$ cat config.mk
export PLATFORM = sky130hd
export DESIGN_NAME = bbox_top
export DESIGN_NICKNAME = d
export VERILOG_FILES = /design/src/design/bbox_pkg.sv /design/src/design/bbox_extent.sv /design/src/design/bbox_snap_clip.sv /design/src/design/bbox_pipe.sv /design/src/design/bbox_top.sv
export SDC_FILE = /design/constraint.sdc
export NUM_CORES = 1
export LEC_CHECK = 0
export ABC_AREA = 1
export BUFFER_PORTS_ARGS = -buffer_cell sky130_fd_sc_hd__buf_2
export CAP_MARGIN = 20
export CELL_PAD_IN_SITES_DETAIL_PLACEMENT = 1
export CELL_PAD_IN_SITES_GLOBAL_PLACEMENT = 2
export CORE_MARGIN = 4
export CORE_UTILIZATION = 41
export CTS_BUF_LIST = sky130_fd_sc_hd__clkbuf_8
export CTS_CLUSTER_DIAMETER = 200
export CTS_CLUSTER_SIZE = 28
export DETAILED_ROUTE_END_ITERATION = 6
export MAX_ROUTING_LAYER = met4
export PLACE_DENSITY_LB_ADDON = 0.1
export SYNTH_ARGS = -nofsm -noshare
export SYNTH_HDL_FRONTEND = slang
export SYNTH_SLANG_ARGS = --single-unit
$ cat constraint.sdc
create_clock -name clk -period 62.2 [get_ports clk]
set_input_delay 6.22 -clock clk [delete_from_list [all_inputs] [get_ports clk]]
set_output_delay 6.22 -clock clk [all_outputs]
set_load 0.05 [all_outputs]
$ cat src/design/bbox_pkg.sv
package bbox_pkg;

    // Fixed-point format shared by every coordinate in the stage
    // Total bits per coordinate, two's complement
    localparam int SIGFIG = 24;
    // Fraction bits below the binary point
    localparam int RADIX = 10;
    // Integer bits above the binary point, sign included
    localparam int INT_BITS = SIGFIG - RADIX;

    // Register stages between the sampled input and the output
    localparam int PIPE_DEPTH = 3;

    // Signed fixed-point coordinate
    typedef logic signed [SIGFIG-1:0] coord_t;

    // One point in screen space
    // Also used for box corners and for the screen size
    typedef struct packed {
        coord_t x;
        coord_t y;
    } vertex_t;

    // Three vertices of one triangle
    typedef struct packed {
        vertex_t v0;
        vertex_t v1;
        vertex_t v2;
    } triangle_t;

    // Axis-aligned box
    // ll holds the minima, ur the maxima
    typedef struct packed {
        vertex_t ll;
        vertex_t ur;
    } box_t;

    // Samples per pixel, one-hot
    // Grid spacing is 1, 1/2, 1/4 and 1/8 pixel in that order
    typedef enum logic [3:0] {
        MSAA_1  = 4'b1000,
        MSAA_4  = 4'b0100,
        MSAA_16 = 4'b0010,
        MSAA_64 = 4'b0001
    } msaa_e;

    // Unit carried down the pipeline and presented at the output
    // valid low means the box is not meaningful
    typedef struct packed {
        logic      valid;
        triangle_t triangle;
        box_t      box;
    } bbox_item_t;

endpackage

$ cat src/design/bbox_extent.sv
module bbox_extent import bbox_pkg::*; (
    input  triangle_t triangle,
    output box_t      box
);

    // One-hot pick of the smallest of three values
    // Ties resolve to the lowest-numbered vertex
    function automatic logic [2:0] min_sel(coord_t a, coord_t b, coord_t c);
        logic [2:0] sel;
        sel[0] = (a <= b) && (a <= c);
        sel[1] = (a > b) && (b <= c);
        sel[2] = (a > c) && (b > c);
        return sel;
    endfunction

    // One-hot pick of the largest of three values
    // Ties again favour the lowest-numbered vertex
    function automatic logic [2:0] max_sel(coord_t a, coord_t b, coord_t c);
        logic [2:0] sel;
        sel[0] = (a >= b) && (a >= c);
        sel[1] = (a < b) && (b >= c);
        sel[2] = (a < c) && (b < c);
        return sel;
    endfunction

    // AND-OR mux driven by a one-hot select
    function automatic coord_t pick(logic [2:0] sel, coord_t a, coord_t b, coord_t c);
        coord_t res;
        res = ({SIGFIG{sel[0]}} & a)
            | ({SIGFIG{sel[1]}} & b)
            | ({SIGFIG{sel[2]}} & c);
        return res;
    endfunction

    // Vertex coordinates pulled out as signed values
    coord_t x0, x1, x2;
    coord_t y0, y1, y2;

    // Selects per axis
    logic [2:0] min_sel_x;
    logic [2:0] max_sel_x;
    logic [2:0] min_sel_y;
    logic [2:0] max_sel_y;

    assign x0 = triangle.v0.x;
    assign x1 = triangle.v1.x;
    assign x2 = triangle.v2.x;
    assign y0 = triangle.v0.y;
    assign y1 = triangle.v1.y;
    assign y2 = triangle.v2.y;

    always_comb begin
        // Pairwise signed compares on each axis
        min_sel_x = min_sel(x0, x1, x2);
        max_sel_x = max_sel(x0, x1, x2);
        min_sel_y = min_sel(y0, y1, y2);
        max_sel_y = max_sel(y0, y1, y2);

        // Lower left gets the minima
        box.ll.x = pick(min_sel_x, x0, x1, x2);
        box.ll.y = pick(min_sel_y, y0, y1, y2);
        // Upper right gets the maxima, so ll never passes ur
        box.ur.x = pick(max_sel_x, x0, x1, x2);
        box.ur.y = pick(max_sel_y, y0, y1, y2);
    end

endmodule

$ cat src/design/bbox_snap_clip.sv
module bbox_snap_clip import bbox_pkg::*; (
    input  box_t    box,
    input  logic    tri_valid,
    input  vertex_t screen,
    input  msaa_e   msaa,
    output box_t    clipped,
    output logic    valid
);

    // Fraction bits kept by the current sample grid
    logic [RADIX-1:0] frac_mask;
    // Full-width mask, integer part always kept
    coord_t grid_mask;

    // Corners after flooring to the grid
    coord_t snap_ll_x;
    coord_t snap_ll_y;
    coord_t snap_ur_x;
    coord_t snap_ur_y;

    // Screen size as signed values
    coord_t scr_x;
    coord_t scr_y;

    // Per-edge overlap tests on the snapped box
    logic right_of_left;
    logic above_bottom;
    logic left_of_right;
    logic below_top;

    assign scr_x = screen.x;
    assign scr_y = screen.y;

    // Grid spacing to mask
    // 1x keeps no fraction bits, each step up keeps one more
    always_comb begin
        case (msaa)
            MSAA_1: begin
                frac_mask = '0;
            end
            MSAA_4: begin
                frac_mask = {1'b1, {(RADIX-1){1'b0}}};
            end
            MSAA_16: begin
                frac_mask = {2'b11, {(RADIX-2){1'b0}}};
            end
            MSAA_64: begin
                frac_mask = {3'b111, {(RADIX-3){1'b0}}};
            end
            default: begin
                // Unknown code behaves like one sample per pixel
                frac_mask = '0;
            end
        endcase
    end

    assign grid_mask = {{INT_BITS{1'b1}}, frac_mask};

    // Clearing low bits of a two's complement value floors it,
    // negative coordinates included
    always_comb begin
        snap_ll_x = box.ll.x & grid_mask;
        snap_ll_y = box.ll.y & grid_mask;
        snap_ur_x = box.ur.x & grid_mask;
        snap_ur_y = box.ur.y & grid_mask;
    end

    // Clamp to the screen rectangle with origin at lower left
    always_comb begin
        // Lower left cannot go below zero
        if (snap_ll_x < 0) begin
            clipped.ll.x = '0;
        end else begin
            clipped.ll.x = snap_ll_x;
        end
        if (snap_ll_y < 0) begin
            clipped.ll.y = '0;
        end else begin
            clipped.ll.y = snap_ll_y;
        end

        // Upper right cannot go past the screen size
        if (snap_ur_x > scr_x) begin
            clipped.ur.x = scr_x;
        end else begin
            clipped.ur.x = snap_ur_x;
        end
        if (snap_ur_y > scr_y) begin
            clipped.ur.y = scr_y;
        end else begin
            clipped.ur.y = snap_ur_y;
        end
    end

    // Rejection uses the unclamped snapped box
    // Clamped values would always look on screen
    assign right_of_left = (snap_ur_x >= 0);
    assign above_bottom  = (snap_ur_y >= 0);
    assign left_of_right = (snap_ll_x <= scr_x);
    assign below_top     = (snap_ll_y <= scr_y);

    // Box must touch the screen on both axes
    assign valid = tri_valid
                && right_of_left
                && above_bottom
                && left_of_right
                && below_top;

endmodule

$ cat src/design/bbox_pipe.sv
module bbox_pipe import bbox_pkg::*; (
    input  logic       clk,
    input  logic       reset,
    input  logic       halt,
    input  bbox_item_t in,
    output bbox_item_t out
);

    // Stage 0 takes the input, last stage drives the output
    bbox_item_t stage [PIPE_DEPTH];

    // All stages move together or all hold
    always_ff @(posedge clk) begin
        if (reset) begin
            // Only the valid bits are cleared
            // Payload keeps whatever it had
            for (int i = 0; i < PIPE_DEPTH; i++) begin
                stage[i].valid <= 1'b0;
            end
        end else if (!halt) begin
            stage[0] <= in;
            // Shift toward the output
            for (int i = 1; i < PIPE_DEPTH; i++) begin
                stage[i] <= stage[i-1];
            end
        end
        // halt high, everything keeps its value
    end

    // Output straight from the last register, stable while halted
    assign out = stage[PIPE_DEPTH-1];

endmodule

$ cat src/design/bbox_top.sv
module bbox_top import bbox_pkg::*; (
    input  logic       clk,
    input  logic       reset,
    input  triangle_t  triangle,
    input  logic       tri_valid,
    input  vertex_t    screen,
    input  msaa_e      msaa,
    input  logic       halt,
    output bbox_item_t out
);

    // Unsnapped extent of the incoming triangle
    box_t raw_box;
    // Snapped and clamped box
    box_t clipped_box;
    // Triangle valid and on screen
    logic box_valid;
    // Item entering the first register stage
    bbox_item_t pipe_in;

    // Min and max of the three vertices
    bbox_extent u_extent (
        .triangle (triangle),
        .box      (raw_box)
    );

    // Grid floor, screen clamp and reject
    // Screen and msaa are static while triangles are in flight
    bbox_snap_clip u_snap_clip (
        .box       (raw_box),
        .tri_valid (tri_valid),
        .screen    (screen),
        .msaa      (msaa),
        .clipped   (clipped_box),
        .valid     (box_valid)
    );

    // Triangle rides along with its box
    assign pipe_in.valid    = box_valid;
    assign pipe_in.triangle = triangle;
    assign pipe_in.box      = clipped_box;

    // Everything above is combinational
    // Latency is set by the register stages here
    bbox_pipe u_pipe (
        .clk   (clk),
        .reset (reset),
        .halt  (halt),
        .in    (pipe_in),
        .out   (out)
    );

endmodule

==> results of run 1 <==
==> per-stage QoR <==
step | cells | hold WS [ps] | utilization | instance area, um^2 | power [W]
2_1_floorplan | 3593 | 519.2 | - | 35080 | 0.0006945
3_3_place_gp | 4822 | 521.4 | 0.4335 | 36510 | 0.0007302
3_5_place_dp | 4822 | 531.6 | 0.4335 | 36510 | 0.0007357
4_1_cts | 4852 | 528.7 | 0.4386 | 36930 | 0.0009137
5_1_grt | 4861 | 565.0 | 0.4394 | 37010 | 0.0009505
6_report | 4862 | 527.0 | 0.4394 | 37010 | 0.0009012
==> final cells by class <==
cell class	count	share of cell area
flip-flops and latches	675	0.5477
multi-input cells	1804	0.2609
inverters	776	0.07904
repair buffers	435	0.06200
well taps	1134	0.03834
clock buffers	28	0.01041
clock inverters	2	0.001048
diodes	8	0.0005409
==> metal layers <==
| metal | wire, um | part of all wire | up-vias |
|---|---|---|---|
| li1 | - | - | 11290 |
| met5 | 0 | 0 | - |
| met2 | 45930 | 0.47 | 546 |
| met3 | 5478 | 0.056 | 107 |
| met1 | 45100 | 0.46 | 11430 |
| met4 | 2091 | 0.021 | 0 |
==> synth_stat cells (2+ instances only) <==
cell                         n
sky130_fd_sc_hd__o21a_1      2
sky130_fd_sc_hd__nand3_2     5
sky130_fd_sc_hd__nand4_2     3
sky130_fd_sc_hd__nand3_4     3
sky130_fd_sc_hd__nor2_2     15
sky130_fd_sc_hd__nand2_1   310
sky130_fd_sc_hd__o211ai_1    5
sky130_fd_sc_hd__nand3_1   196
sky130_fd_sc_hd__a21o_1     11
sky130_fd_sc_hd__inv_4       2
sky130_fd_sc_hd__nand4_1    35
sky130_fd_sc_hd__o21bai_1    6
sky130_fd_sc_hd__buf_6       3
sky130_fd_sc_hd__nor2_4     18
sky130_fd_sc_hd__nor2_1    777
sky130_fd_sc_hd__inv_1     763
sky130_fd_sc_hd__a21oi_1    87
sky130_fd_sc_hd__nand2_2    28
sky130_fd_sc_hd__nor3_2      2
sky130_fd_sc_hd__edfxtp_1  675
sky130_fd_sc_hd__buf_2      17
sky130_fd_sc_hd__ha_1      212
sky130_fd_sc_hd__clkbuf_1   74
sky130_fd_sc_hd__nor3_1     19
sky130_fd_sc_hd__inv_2      11
sky130_fd_sc_hd__o21ai_0    46
sky130_fd_sc_hd__buf_4     242
==> where the power goes <==
| group | switching, W | internal, W | total (W) |
|---|---|---|---|
| logic | 0.000142 | 0.0000495 | 0.000192 |
| clock network | 0.000135 | 0.0000421 | 0.000177 |
| registers | 0.00000682 | 0.000526 | 0.000532 |
| total | 0.000284 | 0.000617 | 0.000901 |
==> path summary, 6_finish.rpt <==
path	start	to	cells past startpoint
worst max-delay path	triangle[87]	u_pipe.stage[0][42]	24
worst min-delay path	u_pipe.stage[0][56]	u_pipe.stage[0][297]	2
worst max register to register	u_pipe.stage[0][369]	u_pipe.stage[0][610]	2
worst min register to register	u_pipe.stage[0][56]	u_pipe.stage[0][297]	2
==> cells by family (layout without fill, tap and decap cells) <==
family          count (synthesis)  in the layout  share of synthesized area
simple gates                 1416           1416                     0.1733
fa+ha+maj                     212            212                    0.07572
other cells                     1             24                  0.0001071
buf+inv                      1114           1241                     0.1475
compound gates                160            160                    0.02472
flops                         675            675                     0.5787
==> critical path: stages <==
cell and delay [ps]:
sky130_fd_sc_hd__buf_2 190, sky130_fd_sc_hd__inv_1 110, sky130_fd_sc_hd__ha_1 310, sky130_fd_sc_hd__nand2_1 70, sky130_fd_sc_hd__nor2_1 200, sky130_fd_sc_hd__nand4_1 120, sky130_fd_sc_hd__nor2_1 160, sky130_fd_sc_hd__nand2_1 100
sky130_fd_sc_hd__nand4_1 120, sky130_fd_sc_hd__nand3_1 660, sky130_fd_sc_hd__nand3_1 320, sky130_fd_sc_hd__nand3_1 350, sky130_fd_sc_hd__ha_1 490, sky130_fd_sc_hd__nand2_1 80, sky130_fd_sc_hd__nor2_1 130, sky130_fd_sc_hd__nand4_1 90
sky130_fd_sc_hd__inv_1 110, sky130_fd_sc_hd__o211ai_1 120, sky130_fd_sc_hd__nand4_1 120, sky130_fd_sc_hd__nand2_1 60, sky130_fd_sc_hd__nand2_1 600, sky130_fd_sc_hd__inv_1 460, sky130_fd_sc_hd__nor2_1 210, sky130_fd_sc_hd__nor2_1 60
==> cell usage in the layout (no fill, tap or decap), types with 5 or more instances in the layout <==
| cell type | synthesis | routed |
|---|---|---|
| sky130_fd_sc_hd__o21bai_1 | 6 | 6 |
| sky130_fd_sc_hd__buf_4 | 242 | 5 |
| sky130_fd_sc_hd__o21ai_0 | 46 | 46 |
| sky130_fd_sc_hd__nor2_1 | 777 | 776 |
| sky130_fd_sc_hd__diode_2 | 0 | 8 |
| sky130_fd_sc_hd__conb_1 | 1 | 16 |
| sky130_fd_sc_hd__nand4_1 | 35 | 35 |
| sky130_fd_sc_hd__nor3_1 | 19 | 19 |
| sky130_fd_sc_hd__ha_1 | 212 | 212 |
| sky130_fd_sc_hd__nand2_1 | 310 | 310 |
| sky130_fd_sc_hd__edfxtp_1 | 675 | 675 |
| sky130_fd_sc_hd__a21o_1 | 11 | 11 |
| sky130_fd_sc_hd__nand2_2 | 28 | 28 |
| sky130_fd_sc_hd__nand3_2 | 5 | 5 |
| sky130_fd_sc_hd__nand3_1 | 196 | 196 |
| sky130_fd_sc_hd__inv_2 | 11 | 10 |
| sky130_fd_sc_hd__o211ai_1 | 5 | 5 |
| sky130_fd_sc_hd__a21oi_1 | 87 | 87 |
| sky130_fd_sc_hd__inv_1 | 763 | 763 |
| sky130_fd_sc_hd__clkbuf_8 | 0 | 28 |
| sky130_fd_sc_hd__nor2_4 | 18 | 19 |
| sky130_fd_sc_hd__buf_2 | 17 | 424 |
| sky130_fd_sc_hd__nor2_2 | 15 | 15 |
==> results list, run 1 <==
- Distinct cell type count after synthesis: 38
- In the final timing run, aggregate negative setup slack is 0 ps.
- Rows: 106
- The root buffer cell chosen for the clock tree is sky130_fd_sc_hd__clkbuf_8.
- Post-synthesis cell count: 3,578
* Total of endpoints with negative setup slack in the final report: 0
* Y dimension of the die: 300.3 um
- Total Die Area: 90,180 um^2
* Sort of element at the end of the critical path: register
* Leakage power: 17.64 nW
* Class of the tightest hold or removal check: register to register
- For this run, asynchronously set or reset flops after synthesis account for 0.
- For this run, the leading register cell type out of synthesis is sky130_fd_sc_hd__edfxtp_1.
- Grt met3 use: 0.03567
* Register-to-register setup slack: 61,200 ps
- Setup repair after global routing left no endpoint under its margin.
- Between clock sinks in the finished design, the worst skew comes to 51.16 ps.
* Number of fill cells in the layout: 9,749
- Tot GR Track Use: 0.2202
* Worst-case clock buffer depth: 3
- Number of antenna-violating nets in the routed design: 0
- The register with the most flip-flops in the layout has 675 of them.
- Least setup slack across all paths after layout: 51,190 ps
- For this block, the initial DRC count from the detailed router was 1,623.
- Highest-utilization routing layer at the global route stage: met2
- Routability-driven placement finished with a final weighted congestion of 0.8914.
- The worst pin sits at a relative slew slack of 0.2645.
- Post-Syn Area per Cell: 9.790 um^2
* Quantity of gates resized following cts: 0
* Number of input and output port buffers inserted: 424
- Clock tree synthesis inserted a total of 28 buffers.
- Overall die width: 300.3 um
- Critical path fanouts, max: 28
- Of the synthesized area, sequential elements account for 0.5787.
- Detailed-route vias per instance: 4.807
- Leading cell types by total area after synthesis: sky130_fd_sc_hd__edfxtp_1 58%, sky130_fd_sc_hd__nor2_1 8.3%, sky130_fd_sc_hd__inv_1 8.2%
- Share of the synthesized area in the top cell type: 0.5787
- Entering global routing, the biggest net connects 224 pins.
- Final Routed Wirelength: 98,600 um
- After the last flow step, the layout net total stands at 4,132.
- After clock tree synthesis, the clock-pin slew on the worst setup and hold paths is 170 ps.
- Registers take 20,270 um^2.
- Vias in the first global route: 24,280
- For this run, design rule violations remaining after detail routing come to 0.
* DR vias: 23,370
- Register bit total from synthesis: 675
- Max_cap viols: 0
- Derived from the worst setup path, the maximum achievable clock frequency is 90.82 MHz.
* Portion of the clock cycle consumed by the worst path in the final layout: 0.1770
- Buffers inserted to repair hold after CTS numbered 0.
- Worst IR Drop VDD: 0.01906 mV
- Number of max-slew violations in the final report: 0
- Post-DR wirelength/cell: 20.28 um
- Yosys warning total: 0
* Register with the most flip-flops: u_pipe.stage
- Final Hold Fails: 0
- Initial antenna violation count: 18
- For the pin with the worst max-slew slack, the measured transition is 1103 ps.
- Crit start category: input pin
- Pre-antenna DRT Iters: 6
- Outcome: complete, no violations
- The synthesized design spends more area on one cell type than any other, namely sky130_fd_sc_hd__edfxtp_1.
- H-tree lvl count: 1
- Worst path arrival time: 11,490 ps
- Global routing met2 resource utilization: 0.3473
- Final critical-path required period: 11,010 ps
* Wire length of the first global-routing pass: 147,500 um
* TritonCTS clock tree: done
* P per Cell Area: 24.35 nW/um^2
- In the final layout, the registers with the most flip-flops are u_pipe.stage (675).
- I/O pin total: 441
* Ratio of cells with drive above 1 in the final layout: 0.1495
* Placeable Area: 84,220 um^2
- Number of sinks handled by clock tree synthesis: 675
* Area taken by multi-input logic gates: 9657 um^2
* Count of flip-flops with a built-in enable after synthesis: 675
- Required time at the endpoint of the critical path: 62,680 ps
* Total standard cell area after synthesis: 35,030 um^2
- Final HPWL DP: 74,020 um
- At the later pin of the worst-skew pair, clock insertion delay measures 730 ps.
* Setup CP Type: input pin to register
- Relative to the synthesized area, the layout overhead comes to 5.654%.
- The initial utilization of the core area, before any placement, comes to 0.4159.
- Total congestion overflow after global routing: 0
* Global-route track usage on met1: 0.3031
- Post-CTS Repair Setup Buffers: 0
- At the placement stage, the worst setup path has a slack of 50,390 ps.
Note: power is estimated with default switching activity, not from simulation.
==> run 2: changes to the inputs <==
- ABC_AREA: 1 -> 0
- clock period: 62.2 -> 10.6 ns (I/O delays scaled with it)
==> run 2 against run 1 <==
- synthesized cell count down 27%
- setup slack worse by 47000 ps
- first-iteration DRC count down 1.4%
- combinational power rose to 5.3 times the previous value
- die area down 5.5%
- global-route usage down 1.5 points
- utilization up 0.26 points
- sequential share of layout area up 3.0 points
- register-to-register slack worse by 52000 ps
- synthesized area down 5.7%
- flip-flop and latch count unchanged
- critical path type unchanged
- critical endpoint is now u_pipe.stage[0][6]
==> results list, run 2 <==
* I/O pin total: 441
- Total of endpoints with negative setup slack in the final report: 0
* Biggest regs: u_pipe.stage (675)
* Leading cell types by total area after synthesis: sky130_fd_sc_hd__edfxtp_1 61%, sky130_fd_sc_hd__and2_1 9.6%, sky130_fd_sc_hd__ha_1 8.0%
- Leading cell type in the layout, fill and taps excluded: sky130_fd_sc_hd__edfxtp_1
- Clock-pin slew was measured on the worst setup and hold paths at 160 ps.
- For this design the static power due to leakage is 13.98 nW.
- Share of synthesized flip-flops with an asynchronous set or reset: 0
- Post-Syn Area per Cell: 12.62 um^2
- Slew of the pin with the lowest slew margin: 1211 ps
- Measured along the x axis, the die boundary spans 291.9 um.
- R2r worst-path depth: 1
* Initial DRC count: 1,600
- Detailed placement finished with a half-perimeter wire length of 67,340 um.
- The share of the Yosys chip area taken by registers is 0.6133.
* Distinct cell type count after synthesis: 67
* Final standard cell count with taps included and fillers excluded: 3,858
- The path with the worst hold slack has its endpoint at u_pipe.stage[0][605].
- Of the cells placed in the final design, the portion with a size suffix greater than 1 is 0.1784.
- Setup Total Neg Slack: 0 ps
* Share of the synthesized area in the top cell type: 0.6133
- The floorplan has 103 rows.
* TritonCTS clock tree: done
- Cell taking the most area after synthesis: sky130_fd_sc_hd__edfxtp_1
* Number of sinks handled by clock tree synthesis: 675
* Flip-flop count of the largest register, all copies and words added: 675
- The area growth from synthesis to layout is 6.175%.
- Number of fill cells in the layout: 8,343
- Register-to-register setup slack: 9700 ps
* Yosys warning total: 0
- In this run the cell area measured after placement is 34,560 um^2.
* Most frequent cells in the layout: 675 x sky130_fd_sc_hd__edfxtp_1, 507 x sky130_fd_sc_hd__and2_1, 427 x sky130_fd_sc_hd__buf_2
- The final layout contains 3,187 nets.
- IR analysis of the VDD net gives a maximum drop of 0.09916 mV.
- The first global-routing pass estimated 128,300 um of wire.
- Outcome: complete, no violations
* Dominant synthesized flop cell: sky130_fd_sc_hd__edfxtp_1
- Dividing total power by cell area gives a power density of 146.2 nW/um^2.
- Placed cell count: 3,793
- In this run, CTS created clock tree buffers numbering 28.
* Required time at the endpoint of the critical path: 11,160 ps
- In the final layout, the multi-input gates occupy 9982 um^2.
- The worst pin sits at a relative slew slack of 0.1924.
* Weighted congestion reported at the end of routability-driven placement: 0.8722
* Setup CP Type: input pin to register
* Portion of the clock cycle consumed by the worst path in the final layout: 0.6332
- Post-CTS timing repair inserted 0 buffers for setup.
- DR vias: 19,570
- The pre-antenna-repair detailed-routing pass consisted of 6 iterations.
* Final critical-path required period: 6712 ps
* Post-DR wirelength/cell: 22.72 um
- Total area of sequential cells: 20,270 um^2
* Number of cells traversed by the worst hold path: 1
- Register bit total from synthesis: 675
- After synthesis the cells add up to 33,050 um^2.
- Once layout is done, the placed cells without fillers occupy 35,090 um^2.
- Total congestion overflow after global routing: 0
- The path class of the tightest hold or removal check is register to register.
* Count of flip-flops with a built-in enable after synthesis: 675
* Max frequency: 149.0 MHz
- Initial core utilization: 0.4163
- The most common cell in the synthesized netlist is sky130_fd_sc_hd__edfxtp_1.
* CP Buf/Inv Count: 6
- Entering global routing, the biggest net connects 259 pins.
* Setup repair after global routing missed its margin: no
- The die covers 85,210 um^2.
- The count of pins over their slew limit is 0.
- Hold_ws: 492.4 ps
* Register with the most flip-flops: u_pipe.stage
- Once detail routing completed, the nets flagged for antenna violations numbered 0.
- Sort of element at the end of the critical path: register
* Endpoint of the worst register-to-register path: u_pipe.stage[0][514]
- For this run, design rule violations remaining after detail routing come to 0.
- Max_cap viols: 0
- In this run the tool buffered the top-level ports with 424 buffer cells.
* Post-synthesis cell count: 2,619
- Hold repair after CTS inserted 0 buffers.
- CTS built an H-tree with a depth of 1.
* Vias in the first global route: 19,880
* Slowest cell on the critical path: sky130_fd_sc_hd__a222oi_1
* Worst-case clock buffer depth: 3
- Placeable Area: 79,390 um^2
* Worst path arrival time: 7270 ps
- The startpoint identified for the worst hold timing path is u_pipe.stage[0][364].
- CTS placed an instance of sky130_fd_sc_hd__clkbuf_8 at the clock tree root.
* Critical path fanouts, max: 17
- Critical Path Max Stage Delay: 970 ps
* Max Clock Skew: 48.87 ps
- Detailed-route vias per instance: 5.071
* Quantity of gates resized following cts: 0
- The worst setup path is launched from an input pin.
- The startpoint identified for the worst register-to-register timing path is u_pipe.stage[0][273].
- The count of endpoints failing hold in the final timing report came to 0.
- In this design, the largest share of critical-path delay is due to simple AND/OR/NAND/NOR gates.
- Initial antenna violation count: 43
- In the synthesized netlist, the cells that appear most often are 675 x sky130_fd_sc_hd__edfxtp_1, 507 x sky130_fd_sc_hd__and2_1, 241 x sky130_fd_sc_hd__buf_4.
- For this run, the total global-route usage over all layers was measured as 0.2054.
- Y dimension of the die: 291.9 um
- Clock latency on the worst-skew pair, taken at its later pin, is 700 ps.
* Final Routed Wirelength: 87,660 um
run 2: changes by cell type in the layout (fill, tap and decap cells not counted), sizes merged, moves of 10 or more:
cell / delta
o21ai: +13
nor2: -668
inv: -594
nand3: -177
a22oi: +14
diode: +25
nor4: +11
and2: +506
nand2: -256
a211oi: +10
and3: +15
a222oi: +50
a21o: +10
a21oi: +27
run 2: per-stage QoR:
step	util	power (W)	setup slack, ps
finish	0.4420	0.005130	3888
global route	0.4420	0.005395	3549
CTS	0.4408	0.005200	3703
detailed placement	0.4354	0.004181	2920
global placement	0.4352	0.004161	2029
floorplan	-	0.003894	3492
run 2: worst max path at each step:
| stage | startpoint | end | slack [ps] | depth (start not counted) |
|---|---|---|---|---|
| 2_1_floorplan | halt | u_pipe.stage[0][711] | 3490 | 5 |
| 3_3_place_gp | triangle[23] | u_pipe.stage[0][4] | 2030 | 20 |
| 3_5_place_dp | triangle[23] | u_pipe.stage[0][6] | 2920 | 19 |
| 4_1_cts | triangle[23] | u_pipe.stage[0][6] | 3700 | 19 |
| 5_1_grt | triangle[23] | u_pipe.stage[0][6] | 3550 | 25 |
| 6_report | triangle[23] | u_pipe.stage[0][6] | 3890 | 25 |
run 2: routing by layer:
metal,part of all wire,vias to the layer above,global-route usage
met1,0.44,9587,0.2752
met3,0.070,85,0.04548
met4,0.020,0,0.04716
met2,0.47,520,0.3225
met5,0,-,-
li1,-,9373,-
run 2: area by class of cell:
class	count	share of cell area
diodes	33	0.002353
clock buffers	29	0.01137
clock inverters	1	0.0008558
inverters	183	0.01979
multi-input cells	1443	0.2845
flip-flops and latches	675	0.5776
well taps	1050	0.03744
repair buffers	444	0.06607
run 2: cells by family after synthesis:
logic type               count (synthesis)  share of synthesized area
other                                    1                  0.0001135
multiplexers                             3                  0.0009465
AO/OA/AOI/OAI                          336                    0.07042
adder cells (fa/ha/maj)                212                    0.08026
flip-flops                             675                     0.6133
AND/OR/NAND/NOR                        870                     0.1468
buffers and inverters                  516                    0.08654
XOR/XNOR                                 6                   0.001590
run 2: power breakdown:
| part | internal, W | switching, W | leakage, nW | total [W] |
|---|---|---|---|---|
| logic | 0.000302 | 0.000710 | 7.43 | 0.00101 |
| clock network | 0.000253 | 0.000756 | 0.220 | 0.00101 |
| registers | 0.00308 | 0.0000306 | 6.33 | 0.00311 |
| total | 0.00363 | 0.00150 | 14.0 | 0.00513 |
